## src/zx_io_pkg.sv

```systemverilog
package zx_io_pkg;

	// ====================
	// Bus widths
	// ====================
	localparam int CPU_ADDR_W = 16;
	localparam int DATA_W     = 8;

	// ====================
	// Port decoding
	// ====================

	// 128K paging port, A15 and A1 low
	localparam logic [CPU_ADDR_W-1:0] PORT_7FFD_WINDOW = 16'h8002;

	// +3 paging port, A15..A12 = 0001 and A1 low
	localparam logic [CPU_ADDR_W-1:0] PORT_1FFD_WINDOW = 16'hF002;
	localparam logic [CPU_ADDR_W-1:0] PORT_1FFD_MATCH  = 16'h1000;

	// ULA answers on every even port
	localparam int ULA_PORT_BIT = 0;

	// Nothing drives the bus
	localparam logic [DATA_W-1:0] FLOAT_BUS = 8'hFF;

	// ====================
	// Beeper DAC
	// ====================

	// Accumulator with one carry bit on top
	localparam int DAC_W = 9;

	localparam logic [DAC_W-2:0] EAR_LEVEL  = 8'd64;
	localparam logic [DAC_W-2:0] MIC_LEVEL  = 8'd32;
	localparam logic [DAC_W-2:0] TAPE_LEVEL = 8'd16;

endpackage

```

## src/zx_mem_pkg.sv

```systemverilog
package zx_mem_pkg;

	// Machine model, sampled while reset is held
	typedef enum logic [1:0] {
		MODEL_128K  = 2'd0,
		MODEL_48K   = 2'd1,
		MODEL_PLUS3 = 2'd2
	} machine_t;

	// ====================
	// Memory map
	// ====================

	// One 16K window
	localparam int PAGE_OFFSET_W = 14;

	localparam int RAM_BANK_W = 3;
	localparam int ROM_BANK_W = 2;

	// Region bit (1 = ROM), bank bits, offset
	localparam int MEM_ADDR_W = 1 + RAM_BANK_W + PAGE_OFFSET_W;

	// Fixed banks behind 4000h and 8000h in normal mode
	localparam logic [RAM_BANK_W-1:0] RAM_SCREEN_BANK_A = 3'd5;
	localparam logic [RAM_BANK_W-1:0] RAM_SCREEN_BANK_B = 3'd2;

	// ====================
	// Paging register bits
	// ====================

	// 7FFD
	localparam int SCREEN_BIT = 3;
	localparam int ROM_LO_BIT = 4;
	localparam int LOCK_BIT   = 5;

	// 1FFD
	localparam int SPECIAL_BIT = 0;
	localparam int ROM_HI_BIT  = 2;

endpackage

```

## src/zx_bus_ctrl.sv

```systemverilog
module zx_bus_ctrl (
	input  logic                              clk_sys,
	input  logic                              reset,
	input  logic [zx_io_pkg::CPU_ADDR_W-1:0]  addr,
	input  logic                              mreq_n,
	input  logic                              iorq_n,
	input  logic                              rd_n,
	input  logic                              wr_n,
	input  logic                              m1_n,
	input  logic [zx_io_pkg::DATA_W-1:0]      ram_dout,
	input  logic                              tape_in,
	input  logic [4:0]                        key_data,
	output logic                              mem_rd,
	output logic                              mem_wr,
	output logic                              io_wr_pulse,
	output logic [zx_io_pkg::DATA_W-1:0]      cpu_din
);

	logic io_rd;
	logic io_wr;
	logic io_wr_q;
	logic ula_sel;

	// ====================
	// Strobes
	// ====================

	assign mem_rd = ~mreq_n & ~rd_n;
	assign mem_wr = ~mreq_n & ~wr_n;

	// M1 with IORQ is an interrupt acknowledge, not a port access
	assign io_rd = ~iorq_n & ~rd_n & m1_n;
	assign io_wr = ~iorq_n & ~wr_n & m1_n;

	// Previous write level for edge detection
	always_ff @(posedge clk_sys) begin
		if (reset) begin
			io_wr_q <= 1'b0;
		end else begin
			io_wr_q <= io_wr;
		end
	end

	// High only in the first cycle of an I/O write
	assign io_wr_pulse = io_wr & ~io_wr_q;

	// ====================
	// Read data mux
	// ====================

	assign ula_sel = ~addr[zx_io_pkg::ULA_PORT_BIT];

	always_comb begin
		if (mem_rd) begin
			cpu_din = ram_dout;
		end else if (io_rd && ula_sel) begin
			// Keyboard half-row in bits 4..0, EAR in bit 6
			cpu_din = {1'b1, tape_in, 1'b1, key_data};
		end else begin
			cpu_din = zx_io_pkg::FLOAT_BUS;
		end
	end

endmodule

```

## src/zx_paging.sv

```systemverilog
module zx_paging (
	input  logic                                    clk_sys,
	input  logic                                    reset,
	input  zx_mem_pkg::machine_t                    machine,
	input  logic [zx_io_pkg::CPU_ADDR_W-1:0]        addr,
	input  logic [zx_io_pkg::DATA_W-1:0]            cpu_dout,
	input  logic                                    io_wr_pulse,
	output logic [zx_mem_pkg::RAM_BANK_W-1:0]       page_ram,
	output logic [zx_mem_pkg::ROM_BANK_W-1:0]       page_rom,
	output logic                                    page_special,
	output logic [1:0]                              special_cfg,
	output logic                                    screen_page
);

	zx_mem_pkg::machine_t model;

	// Bits 7..6 of 7FFD and 7..3 of 1FFD have no function here
	logic [zx_mem_pkg::LOCK_BIT:0]   reg_7ffd;
	logic [zx_mem_pkg::ROM_HI_BIT:0] reg_1ffd;

	logic is_48k;
	logic is_plus3;
	logic locked;
	logic sel_7ffd;
	logic sel_1ffd;

	// ====================
	// Model
	// ====================

	// Switching models only takes effect through a reset
	always_ff @(posedge clk_sys) begin
		if (reset) begin
			model <= machine;
		end
	end

	assign is_48k   = (model == zx_mem_pkg::MODEL_48K);
	assign is_plus3 = (model == zx_mem_pkg::MODEL_PLUS3);

	// 48K never pages, the others stop once the lock bit is written
	assign locked = is_48k | reg_7ffd[zx_mem_pkg::LOCK_BIT];

	// ====================
	// Port decode
	// ====================

	// The +3 also needs A14 high so that 1FFD and the FDC ports do not alias
	assign sel_7ffd = ((addr & zx_io_pkg::PORT_7FFD_WINDOW) == '0)
		& (addr[14] | ~is_plus3);

	assign sel_1ffd = ((addr & zx_io_pkg::PORT_1FFD_WINDOW) == zx_io_pkg::PORT_1FFD_MATCH)
		& is_plus3;

	// ====================
	// Registers
	// ====================

	always_ff @(posedge clk_sys) begin
		if (reset) begin
			reg_7ffd <= '0;
			reg_1ffd <= '0;
		end else if (io_wr_pulse && !locked) begin
			if (sel_7ffd) begin
				reg_7ffd <= cpu_dout[zx_mem_pkg::LOCK_BIT:0];
			end else if (sel_1ffd) begin
				reg_1ffd <= cpu_dout[zx_mem_pkg::ROM_HI_BIT:0];
			end
		end
	end

	// ====================
	// Outputs
	// ====================

	assign page_ram     = reg_7ffd[zx_mem_pkg::RAM_BANK_W-1:0];
	assign screen_page  = reg_7ffd[zx_mem_pkg::SCREEN_BIT];
	assign page_special = reg_1ffd[zx_mem_pkg::SPECIAL_BIT];
	assign special_cfg  = reg_1ffd[zx_mem_pkg::ROM_HI_BIT:1];

	// ROM select
	always_comb begin
		if (is_48k) begin
			// BASIC ROM only
			page_rom = 2'd1;
		end else if (is_plus3) begin
			page_rom = {reg_1ffd[zx_mem_pkg::ROM_HI_BIT], reg_7ffd[zx_mem_pkg::ROM_LO_BIT]};
		end else begin
			page_rom = {1'b0, reg_7ffd[zx_mem_pkg::ROM_LO_BIT]};
		end
	end

endmodule

```

## src/zx_ram_map.sv

```systemverilog
module zx_ram_map (
	input  logic [zx_mem_pkg::PAGE_OFFSET_W+1:0]    addr,
	input  logic                                    mem_rd,
	input  logic                                    mem_wr,
	input  logic [zx_mem_pkg::RAM_BANK_W-1:0]       page_ram,
	input  logic [zx_mem_pkg::ROM_BANK_W-1:0]       page_rom,
	input  logic                                    page_special,
	input  logic [1:0]                              special_cfg,
	output logic [zx_mem_pkg::MEM_ADDR_W-1:0]       ram_addr,
	output logic                                    ram_rd,
	output logic                                    ram_we
);

	logic [1:0]                        win;
	logic                              rom_sel;
	logic [zx_mem_pkg::RAM_BANK_W-1:0] bank;

	// +3 all-RAM bank sets
	function automatic logic [zx_mem_pkg::RAM_BANK_W-1:0] special_bank(
		input logic [1:0] cfg,
		input logic [1:0] w
	);
		case (cfg)
			2'd0: special_bank = {1'b0, w};
			2'd1: special_bank = {1'b1, w};
			2'd2: special_bank = (w == 2'd3) ? 3'd3 : {1'b1, w};
			default: begin
				case (w)
					2'd0:    special_bank = 3'd4;
					2'd1:    special_bank = 3'd7;
					2'd2:    special_bank = 3'd6;
					default: special_bank = 3'd3;
				endcase
			end
		endcase
	endfunction

	// Top two address bits pick the 16K window
	assign win = addr[zx_mem_pkg::PAGE_OFFSET_W+1:zx_mem_pkg::PAGE_OFFSET_W];

	// ====================
	// Bank select
	// ====================

	always_comb begin
		rom_sel = 1'b0;
		if (page_special) begin
			bank = special_bank(special_cfg, win);
		end else begin
			case (win)
				2'd0: begin
					rom_sel = 1'b1;
					bank    = {{(zx_mem_pkg::RAM_BANK_W-zx_mem_pkg::ROM_BANK_W){1'b0}}, page_rom};
				end
				2'd1:    bank = zx_mem_pkg::RAM_SCREEN_BANK_A;
				2'd2:    bank = zx_mem_pkg::RAM_SCREEN_BANK_B;
				default: bank = page_ram;
			endcase
		end
	end

	assign ram_addr = {rom_sel, bank, addr[zx_mem_pkg::PAGE_OFFSET_W-1:0]};

	// ====================
	// Enables
	// ====================

	assign ram_rd = mem_rd;

	// ROM window is read only outside the all-RAM modes
	assign ram_we = mem_wr & ~rom_sel;

endmodule

```

## src/zx_ula_port.sv

```systemverilog
module zx_ula_port (
	input  logic                              clk_sys,
	input  logic                              reset,
	input  logic [zx_io_pkg::CPU_ADDR_W-1:0]  addr,
	input  logic [zx_io_pkg::DATA_W-1:0]      cpu_dout,
	input  logic                              io_wr_pulse,
	input  logic                              tape_in,
	output logic [2:0]                        border_color,
	output logic                              audio
);

	logic                          ear_out;
	logic                          mic_out;
	logic [zx_io_pkg::DAC_W-2:0]   dac_in;
	logic [zx_io_pkg::DAC_W-1:0]   dac_acc;

	// ====================
	// Port FE
	// ====================

	always_ff @(posedge clk_sys) begin
		if (reset) begin
			border_color <= '0;
			ear_out      <= 1'b0;
			mic_out      <= 1'b0;
		end else if (io_wr_pulse && !addr[zx_io_pkg::ULA_PORT_BIT]) begin
			border_color <= cpu_dout[2:0];
			ear_out      <= cpu_dout[4];
			mic_out      <= cpu_dout[3];
		end
	end

	// ====================
	// Beeper DAC
	// ====================

	// Levels are distinct powers of two, so the sum never overflows
	assign dac_in = (ear_out ? zx_io_pkg::EAR_LEVEL  : '0)
		| (mic_out ? zx_io_pkg::MIC_LEVEL  : '0)
		| (tape_in ? zx_io_pkg::TAPE_LEVEL : '0);

	// First order sigma-delta, the carry out is the pulse stream
	always_ff @(posedge clk_sys) begin
		if (reset) begin
			dac_acc <= '0;
		end else begin
			dac_acc <= {1'b0, dac_acc[zx_io_pkg::DAC_W-2:0]} + {1'b0, dac_in};
		end
	end

	assign audio = dac_acc[zx_io_pkg::DAC_W-1];

endmodule

```

## src/zx_host.sv

```systemverilog
module zx_host (
	input  logic                                clk_sys,
	input  logic                                reset,
	input  zx_mem_pkg::machine_t                machine,
	input  logic [zx_io_pkg::CPU_ADDR_W-1:0]    addr,
	input  logic [zx_io_pkg::DATA_W-1:0]        cpu_dout,
	input  logic                                mreq_n,
	input  logic                                iorq_n,
	input  logic                                rd_n,
	input  logic                                wr_n,
	input  logic                                m1_n,
	input  logic [zx_io_pkg::DATA_W-1:0]        ram_dout,
	input  logic                                tape_in,
	input  logic [4:0]                          key_data,
	output logic [zx_io_pkg::DATA_W-1:0]        cpu_din,
	output logic [zx_mem_pkg::MEM_ADDR_W-1:0]   ram_addr,
	output logic                                ram_rd,
	output logic                                ram_we,
	output logic                                screen_page,
	output logic [2:0]                          border_color,
	output logic                                audio
);

	// Bus strobes
	logic mem_rd;
	logic mem_wr;
	logic io_wr_pulse;

	// Paging state towards the address mapper
	logic [zx_mem_pkg::RAM_BANK_W-1:0] page_ram;
	logic [zx_mem_pkg::ROM_BANK_W-1:0] page_rom;
	logic                              page_special;
	logic [1:0]                        special_cfg;

	zx_bus_ctrl i_bus_ctrl (
		.clk_sys     (clk_sys),
		.reset       (reset),
		.addr        (addr),
		.mreq_n      (mreq_n),
		.iorq_n      (iorq_n),
		.rd_n        (rd_n),
		.wr_n        (wr_n),
		.m1_n        (m1_n),
		.ram_dout    (ram_dout),
		.tape_in     (tape_in),
		.key_data    (key_data),
		.mem_rd      (mem_rd),
		.mem_wr      (mem_wr),
		.io_wr_pulse (io_wr_pulse),
		.cpu_din     (cpu_din)
	);

	zx_paging i_paging (
		.clk_sys      (clk_sys),
		.reset        (reset),
		.machine      (machine),
		.addr         (addr),
		.cpu_dout     (cpu_dout),
		.io_wr_pulse  (io_wr_pulse),
		.page_ram     (page_ram),
		.page_rom     (page_rom),
		.page_special (page_special),
		.special_cfg  (special_cfg),
		.screen_page  (screen_page)
	);

	zx_ram_map i_ram_map (
		.addr         (addr),
		.mem_rd       (mem_rd),
		.mem_wr       (mem_wr),
		.page_ram     (page_ram),
		.page_rom     (page_rom),
		.page_special (page_special),
		.special_cfg  (special_cfg),
		.ram_addr     (ram_addr),
		.ram_rd       (ram_rd),
		.ram_we       (ram_we)
	);

	zx_ula_port i_ula_port (
		.clk_sys      (clk_sys),
		.reset        (reset),
		.addr         (addr),
		.cpu_dout     (cpu_dout),
		.io_wr_pulse  (io_wr_pulse),
		.tape_in      (tape_in),
		.border_color (border_color),
		.audio        (audio)
	);

endmodule

```

## config.mk

```make
export PLATFORM = sky130hd
export DESIGN_NAME = zx_host
export DESIGN_NICKNAME = d
export VERILOG_FILES = /design/src/zx_io_pkg.sv /design/src/zx_mem_pkg.sv /design/src/zx_bus_ctrl.sv /design/src/zx_paging.sv /design/src/zx_ram_map.sv /design/src/zx_ula_port.sv /design/src/zx_host.sv
export SDC_FILE = /design/constraint.sdc
export NUM_CORES = 1
export LEC_CHECK = 0
export CAP_MARGIN = 5
export CORE_MARGIN = 2
export CORE_UTILIZATION = 61
export CTS_CLUSTER_SIZE = 30
export DETAILED_ROUTE_END_ITERATION = 8
export DONT_BUFFER_PORTS = 1
export PLACE_DENSITY = 0.77
export SLEW_MARGIN = 20
export SYNTH_ARGS = -nofsm -noshare
export SYNTH_HDL_FRONTEND = slang
export SYNTH_SLANG_ARGS = --single-unit
```

## constraint.sdc

```tcl
create_clock -name clk_sys -period 1.8 [get_ports clk_sys]
set_input_delay 0.09 -clock clk_sys [delete_from_list [all_inputs] [get_ports clk_sys]]
set_output_delay 0.09 -clock clk_sys [all_outputs]
set_load 0.02 [all_outputs]
```

==> impl.org, run 1 <==
** Run status
- Outcome :: complete, no violations

** Pwr
- Logic gate share of total power :: 14.3%
- IR analysis of the VDD net gives a maximum drop of 0.525 mV.
- In this run the static leakage power is 0.508 nW.
- Flop pwr share :: 59.6%
- Net switching fraction of the power :: 25.0%
- Relative contribution of the clock network to total power :: 26.1%
- Internal power :: 0.651 mW
- Switching power total :: 0.217 mW
- Ratio of total power to cell area :: 675 nW/um2

** Finish
- Number of cells in the finished layout apart from fillers :: 158
- Compared with the post-synthesis result, the final layout area differs by 4.68%.
- Summing all flip-flop and latch instances after layout gives 460 um2.
- Total inserted antenna cells :: 0
- Multi-input logic area :: 614 um2
- In the final design database the tool counted 183 nets.
- Total of fill cells in the finished design :: 175
- In the final layout, the share of cells above drive strength 1 is 9.16%.

** Routing
- After detailed routing, the average wire length per cell comes to 15.3 um.
- DR DRC count :: 0
- Once detail routing completed, the nets flagged for antenna violations numbered 0.
- Before antenna repair, the detailed router went through 4 iterations.
- The highest layer touched by signal routing is met4.
- DR vias/cell :: 5.68
- Amount of wire on met3 after detailed routing :: 193 um
- Detailed-routed wire length on met2 :: 1.16 mm
- For this block, the initial DRC count from the detailed router was 12.
- The routed layout has 897 vias.
- M1 WL :: 1.04 mm
- WL final :: 2.43 mm

** Logic synthesis
- Each instance of the synthesized netlist takes up on average 9.17 um2.
- By count the netlist is led by sky130_fd_sc_hd__dfxtp_1 (20), sky130_fd_sc_hd__buf_4 (15), sky130_fd_sc_hd__nand2b_1 (12).
- Instance count of the mapped netlist :: 134
- Cell type contributing the most total cell area after synthesis :: sky130_fd_sc_hd__dfxtp_1
- Total nets after synthesis :: 185
- The synthesized netlist contains 33 unique library cells.
- By instance count, the leading cell after synthesis is sky130_fd_sc_hd__dfxtp_1.
- Summing the sequential cell areas from Yosys gives 37.5% of the chip area.
- By area the synthesized netlist is led by sky130_fd_sc_hd__dfxtp_1 (33%), sky130_fd_sc_hd__buf_4 (9.2%), sky130_fd_sc_hd__mux2i_1 (8.1%), sky130_fd_sc_hd__nand2b_1 (6.1%), sky130_fd_sc_hd__edfxtp_1 (4.9%).
- After synthesis the netlist holds a flip-flop and latch count of 22.
- FFs w/ async S/R, synth :: 0%
- During synthesis, Yosys emitted a total of 0 warnings.
- Most instantiated flip-flop cell in the synthesis netlist :: sky130_fd_sc_hd__dfxtp_1
- Yosys mapped a number of flops with a built-in enable equal to 2.
- Post-synth top area share :: 32.6%
- The cell area that synthesis handed to floorplanning was 1230 um2.

** Place
- Routability-driven placement finished with a final weighted congestion of 0.841.
- In this run the tool buffered the top-level ports with 0 buffer cells.
- Summed over all nets, the half-perimeter wirelength after detailed placement is 1.76 mm.
- Before CTS, the worst setup slack after placement is 0.119 ns.
- Number of placed instances, taps included :: 143

** Min path
- For hold timing, the worst endpoint is i_ula_port.dac_acc[4].
- Worst min-delay path class :: input port to flip-flop
- Number of instances on the worst hold path :: 2
- The worst hold path begins at tape_in.

** Clock tree
- Post-CTS setup-driven buffer insertion count :: 0
- In this run the number of H-tree levels came out at 1.
- Root cell of the clock tree :: sky130_fd_sc_hd__clkbuf_4
- Clock tree from TritonCTS :: yes
- The clock drives 22 sinks.
- At the later pin of the worst-skew pair, clock insertion delay measures 0.31 ns.
- Clock-pin slew reported for the worst setup and hold paths after clock tree synthesis :: 0.12 ns
- Counting along the longest clock path gives a buffer depth of 2.
- Buffers inserted during clock tree synthesis total 3.

** STA
- The final count of hold timing violations came to 0.
- Across all setup checks in the final design, the least slack found is 0.0935 ns.
- Fin Hold WS :: 0.0241 ns
- Post-route fraction of the period consumed by the critical path :: 94.8%
- After routing, the total negative slack on setup checks comes to 0 ns.
- Setup violations, final :: 0
- Pin slew with the least headroom to its limit :: 0.796 ns
- Max-slew violation total from the final report :: 0
- Based on the critical path, the design can be clocked at up to 586 MHz.
- Rel. slew slack :: 46.8%
- For the finished layout, the period the worst path requires is 1.71 ns.
- Setup repair after global routing left no endpoint under its margin.
- For the final database, setup skew stands at 0.00785 ns.

** Die
- In this run the vertical extent of the chip is 48.9 um.
- For this configuration, the core starts out at a cell density of 63.9%.
- Width of the die :: 48.9 um
- Cell row count :: 16
- The floorplan step defined a die boundary enclosing 2390 um2.
- In this run the count of I/O pins placed on the die edge is 80.
- CORE AREA :: 1920 um2

** GRT
- Wire length of the first global-routing pass :: 3.91 mm
- Global routing used 20.8% of the available tracks.
- Via count of the first global-routing pass :: 886
- Largest net degree at the start of global routing :: 27
- Sum of overflow across all layers after global routing :: 0
- Number of antenna violations at the first check in global routing :: 0

** Worst setup path
- Maximum fanout encountered on the critical timing path :: 5
- Kind of capture point of the worst setup path :: flip-flop
- The worst setup path is launched from a flip-flop.
- In this run the critical register-to-register path is captured at i_ula_port.border_color[0].
- The setup path with the least slack is of type flip-flop to flip-flop.
- The worst register-to-register path has a depth of 4.
- Data arrives at the worst endpoint at 1.92 ns.
- RR Startpoint :: i_bus_ctrl.io_wr_q
- Register-to-Register Setup Slack :: 0.09 ns
- Worst EP required :: 2.01 ns

** Flow run
- Max-cap violations in this run came to 0.
registers in the layout (all words and copies together), names as in the netlist:
name and cells:
i_ula_port.ear_out 1, i_ula_port.dac_acc 5, i_ula_port.border_color 3, i_bus_ctrl.io_wr_q 1, i_paging.reg_1ffd 3, i_ula_port.mic_out 1
i_paging.reg_7ffd 6, i_paging.model 2
cell families after synthesis:
| kind of cell | synth area share [%] |
|---|---|
| AO/OA/AOI/OAI | 11.5 |
| XOR/XNOR | 1.43 |
| adder cells (fa/ha/maj) | 4.68 |
| buffers and inverters | 12.8 |
| flip-flops | 37.5 |
| multiplexers | 8.15 |
| AND/OR/NAND/NOR | 23.9 |
power by group through the flow:
stage / registers [mW] / logic [mW] / clock network [mW]
CTS: 0.518 / 0.123 / 0.236
finish: 0.518 / 0.124 / 0.226
detailed placement: 0.529 / 0.0976 / 0
floorplan: 0.527 / 0.136 / 0
global route: 0.520 / 0.139 / 0.244
global placement: 0.528 / 0.0953 / 0
worst max path at each step:
stage / start / to / cells past startpoint
2_1_floorplan: i_paging.reg_7ffd[5] / i_paging.reg_1ffd[0] / 4
3_3_place_gp: i_paging.model[0] / i_paging.reg_1ffd[0] / 4
3_5_place_dp: i_paging.reg_7ffd[5] / i_paging.reg_1ffd[2] / 4
4_1_cts: i_bus_ctrl.io_wr_q / i_ula_port.border_color[0] / 4
5_1_grt: i_bus_ctrl.io_wr_q / i_ula_port.border_color[0] / 4
6_report: i_bus_ctrl.io_wr_q / i_ula_port.border_color[0] / 4
final cells by class:
cell class	instances	share of cell area (%)
multi-input combinational	85	47.8
inverter	7	2.04
timing repair buffer	13	9.73
sequential	22	35.8
clock buffer	4	2.04
tap	27	2.63
per-layer routing:
metal / track usage (%) / vias up
li1: - / 438
met5: 0 / -
met4: 7.62 / 0
met3: 4.60 / 4
met1: 25.6 / 407
met2: 35.6 / 48
stage by stage:
stage / util [%] / power (mW) / instance area [um2]
final: 66.9 / 0.868 / 1290
after floorplan: - / 0.663 / 1230
after global routing: 66.9 / 0.903 / 1290
after CTS: 66.7 / 0.877 / 1280
after detailed placement: 59.6 / 0.626 / 1150
after global placement: 59.6 / 0.623 / 1150
worst max-delay path: stages, from the launching register on:
cell                            delay (ns)
sky130_fd_sc_hd__dfxtp_1              0.33
sky130_fd_sc_hd__or3_4                0.43
sky130_fd_sc_hd__mux2i_1              0.21
sky130_fd_sc_hd__nor2_1               0.06
sky130_fd_sc_hd__dlygate4sd3_1        0.58
cell usage in the layout, fill, tap and decap left out, drive strengths merged, types with 3 or more instances in the layout:
cell,count
or3,3
o21ai,8
dlygate4sd3,11
nor2,11
nand3b,3
inv,7
clkbuf,4
ha,3
nand3,3
or4,3
nand2,4
dfxtp,20
mux2i,10
o22a,6
nor3,3
nand2b,12
a21oi,3
repair_timing:
item	4_1_cts	5_1_grt
endpoints found under the hold margin	24	0
hold buffers	11	0
endpoints found under the setup margin	0	1
gates resized for setup	0	1
No activity file was read; power rests on OpenSTA's default activity.
==> run 2, diff against run 1 <==
- ABC_CLOCK_PERIOD_IN_PS: default -> 1900
- clock period: 1.8 -> 1.9 ns (I/O delays scaled with it)
==> run 2 against run 1 <==
  * Via count decreased by 0.11%
  * Largest cell class unchanged
  * Utilization decreased by 0.72 points
  * Combinational power is 6% lower
  * Critical path depth is 1 higher
  * First-iteration DRC count is 42% lower
  * Total power shrank 6.0%
  * Global-route usage down 1.2 points
  * Final cell count down 0.63%
  * Sequential cell count unchanged
==> impl.org, run 2 (synthesized netlist as in run 1, its figures left out) <==
** Clock tree
- After clock tree synthesis, the flow added hold-fix buffers numbering 10.
- Clock tree synthesis found a total of 22 sinks.
- CTS placed an instance of sky130_fd_sc_hd__clkbuf_4 at the clock tree root.
- Number of buffers added by the clock tree synthesis step :: 3
- Clock buffer depth :: 2
- Latest clock arrival within the worst-skew pair :: 0.30 ns
- Clock-pin slew reported for the worst setup and hold paths after clock tree synthesis :: 0.12 ns
- Post-CTS repair changed the size of 0 cells.
- CTS built an H-tree with a depth of 1.
- Clock tree from TritonCTS :: yes
- In this run the post-CTS setup repair buffer count came out at 0.

** Finish
- Once layout is complete, the utilization of the core stands at 66.2%.
- The number of antenna diodes in the final layout is 0.
- Leaving out fill and tap cells, the most frequent cell in the layout is sky130_fd_sc_hd__dfxtp_1.
- The final layout contains 182 nets.
- In the layout the commonest cells are sky130_fd_sc_hd__dfxtp_1 (20), sky130_fd_sc_hd__nand2b_1 (12), sky130_fd_sc_hd__nor2_1 (11).
- Largest register FFs :: 6
- The count of cells in the finished layout, fillers not included, comes to 157.
- Syn-to-layout area delta :: 3.56%
- Register ranked first by flip-flop count :: i_paging.reg_7ffd
- Top flop regs :: i_paging.reg_7ffd x6, i_ula_port.dac_acc x5
- Ratio of cells with drive above 1 in the final layout :: 9.23%

** Place
- OpenSTA, run right after detailed placement, puts the worst setup slack at 0.219 ns.
- Number of placed instances, taps included :: 143
- The congestion estimate from routability-driven global placement came to 0.835.
- Detailed placement finished with a half-perimeter wire length of 1.77 mm.
- Port Buf Inserts :: 0

** Routing
- Uppermost layer routed :: met4
- Number of DRC markers after the initial detailed-route iteration :: 7
- Summed over all nets, wire length on met3 after detailed routing comes to 213 um.
- The routed design has 2.36 mm of wire.
- Summing over every cut layer, the via total after detailed routing is 896.
- After detailed routing, the average wire length per cell comes to 15.0 um.
- Wire segments on met2 add up to 1.08 mm in the final route.
- The first detailed-routing pass ran for 4 iterations.
- Dividing the detail-routed via count by the number of cells gives 5.71.
- In this run the remaining antenna-violating nets after routing total 0.
- In the routed design, unresolved DRC markers number 0.
- The detailed router put a total of 1.02 mm of wire on met1.

** STA
- At the pin with the least slew margin, the transition time is 0.793 ns.
- Rel. slew slack :: 47.0%
- The clock period could shrink to 1.80 ns.
- Setup violations, final :: 0
- Worst Slack Setup Final :: 0.100 ns
- The final count of hold timing violations came to 0.
- The number of max-slew violations in the final report is 0.
- Setup repair after global routing left no endpoint under its margin.
- Achievable frequency :: 556 MHz
- Final total negative setup slack :: 0 ns
- In the finished design, the share of the clock period the worst path needs comes to 94.7%.
- Clock skew on the completed layout was measured at 0.00910 ns.

** Die
- Cell row count :: 16
- Die Y-Extent :: 48.9 um
- The floorplan step defined a die boundary enclosing 2390 um2.
- CORE AREA :: 1920 um2
- Effective utilization at floorplan :: 63.9%
- Number of ports placed on the die boundary :: 80
- The floorplan step set the die width to 48.9 um.

** Pwr
- Maximum ir drop on the vdd rail :: 0.466 mV
- Power spread over the standard cell area amounts to 641 nW/um2.
- Static Leakage :: 0.500 nW
- Power comes to 0.816 mW.

** Run status
- The run finished with clean final reports.

** GRT
- After global routing the overflow that remains totals 0.
- Largest net degree at the start of global routing :: 26
- Number of antenna violations at the first check in global routing :: 0
- Overall Global Routing Usage :: 19.6%
- The via count of the first global-routing pass came to 820.
- Wire length of the first global-routing pass :: 3.66 mm

** Flow run
- Max-cap violations in this run came to 0.

** Worst setup path
- The setup path with the least slack is of type input port to flip-flop.
- For the worst setup path, the data arrival time is 2.03 ns.
- Along the worst path, the maximum fanout reaches 5.
- For the worst setup path, the data required time is 2.13 ns.
- The worst setup path is captured at a flip-flop.
- Setup slack on the worst reg-to-reg path comes out at 0.21 ns.
- The worst setup path is launched from an input port.

** Min path
- Worst min-delay path class :: input port to flip-flop
-- run 2: cell count changes in the layout (fill, tap and decap cells not counted), sizes merged --
cell	change
clkbuf	-1
clkinv	+1
dlygate4sd3	-1
-- run 2: area by class of cell --
| class | instances | area (um2) |
|---|---|---|
| fillers | 169 | 649 |
| multi-input cells | 85 | 611 |
| flip-flops and latches | 22 | 460 |
| repair buffers | 12 | 115 |
| well taps | 27 | 33.8 |
| inverters | 7 | 26.3 |
| clock buffers | 3 | 22.5 |
| clock inverters | 1 | 3.75 |
-- run 2: critical path, cell delays in order --
cell	delay (ns)
sky130_fd_sc_hd__dlygate4sd3_1	0.54
sky130_fd_sc_hd__or3b_4	0.39
sky130_fd_sc_hd__or4_4	0.45
sky130_fd_sc_hd__nor3_4	0.31
sky130_fd_sc_hd__mux2i_1	0.24
-- run 2: metrics by stage --
stage | hold slack (ns) | cell area [um2]
after floorplan | 0.194 | 1230
final | 0.00503 | 1270
after global routing | 0.0223 | 1270
after global placement | 0.165 | 1150
after CTS | 0.00621 | 1270
after detailed placement | 0.169 | 1150
-- run 2: final timing paths --
path,start,end,depth (start not counted)
setup reg to reg,i_paging.model[0],i_paging.reg_1ffd[2],4
hold / removal,reset,i_paging.reg_7ffd[1],2
hold reg to reg,i_paging.reg_7ffd[4],i_paging.reg_7ffd[4],2
setup / recovery,wr_n,i_paging.reg_7ffd[3],5
-- run 2: metal layers --
metal,global-route usage (%),up-vias
met5,0,-
met4,9.05,0
met3,4.29,4
met2,32.2,54
met1,24.7,399
li1,-,439
-- run 2: report_power, final --
group / switching [mW] / internal [mW]
registers: 0.00845 / 0.482
clock network: 0.134 / 0.0766
logic: 0.0633 / 0.0526
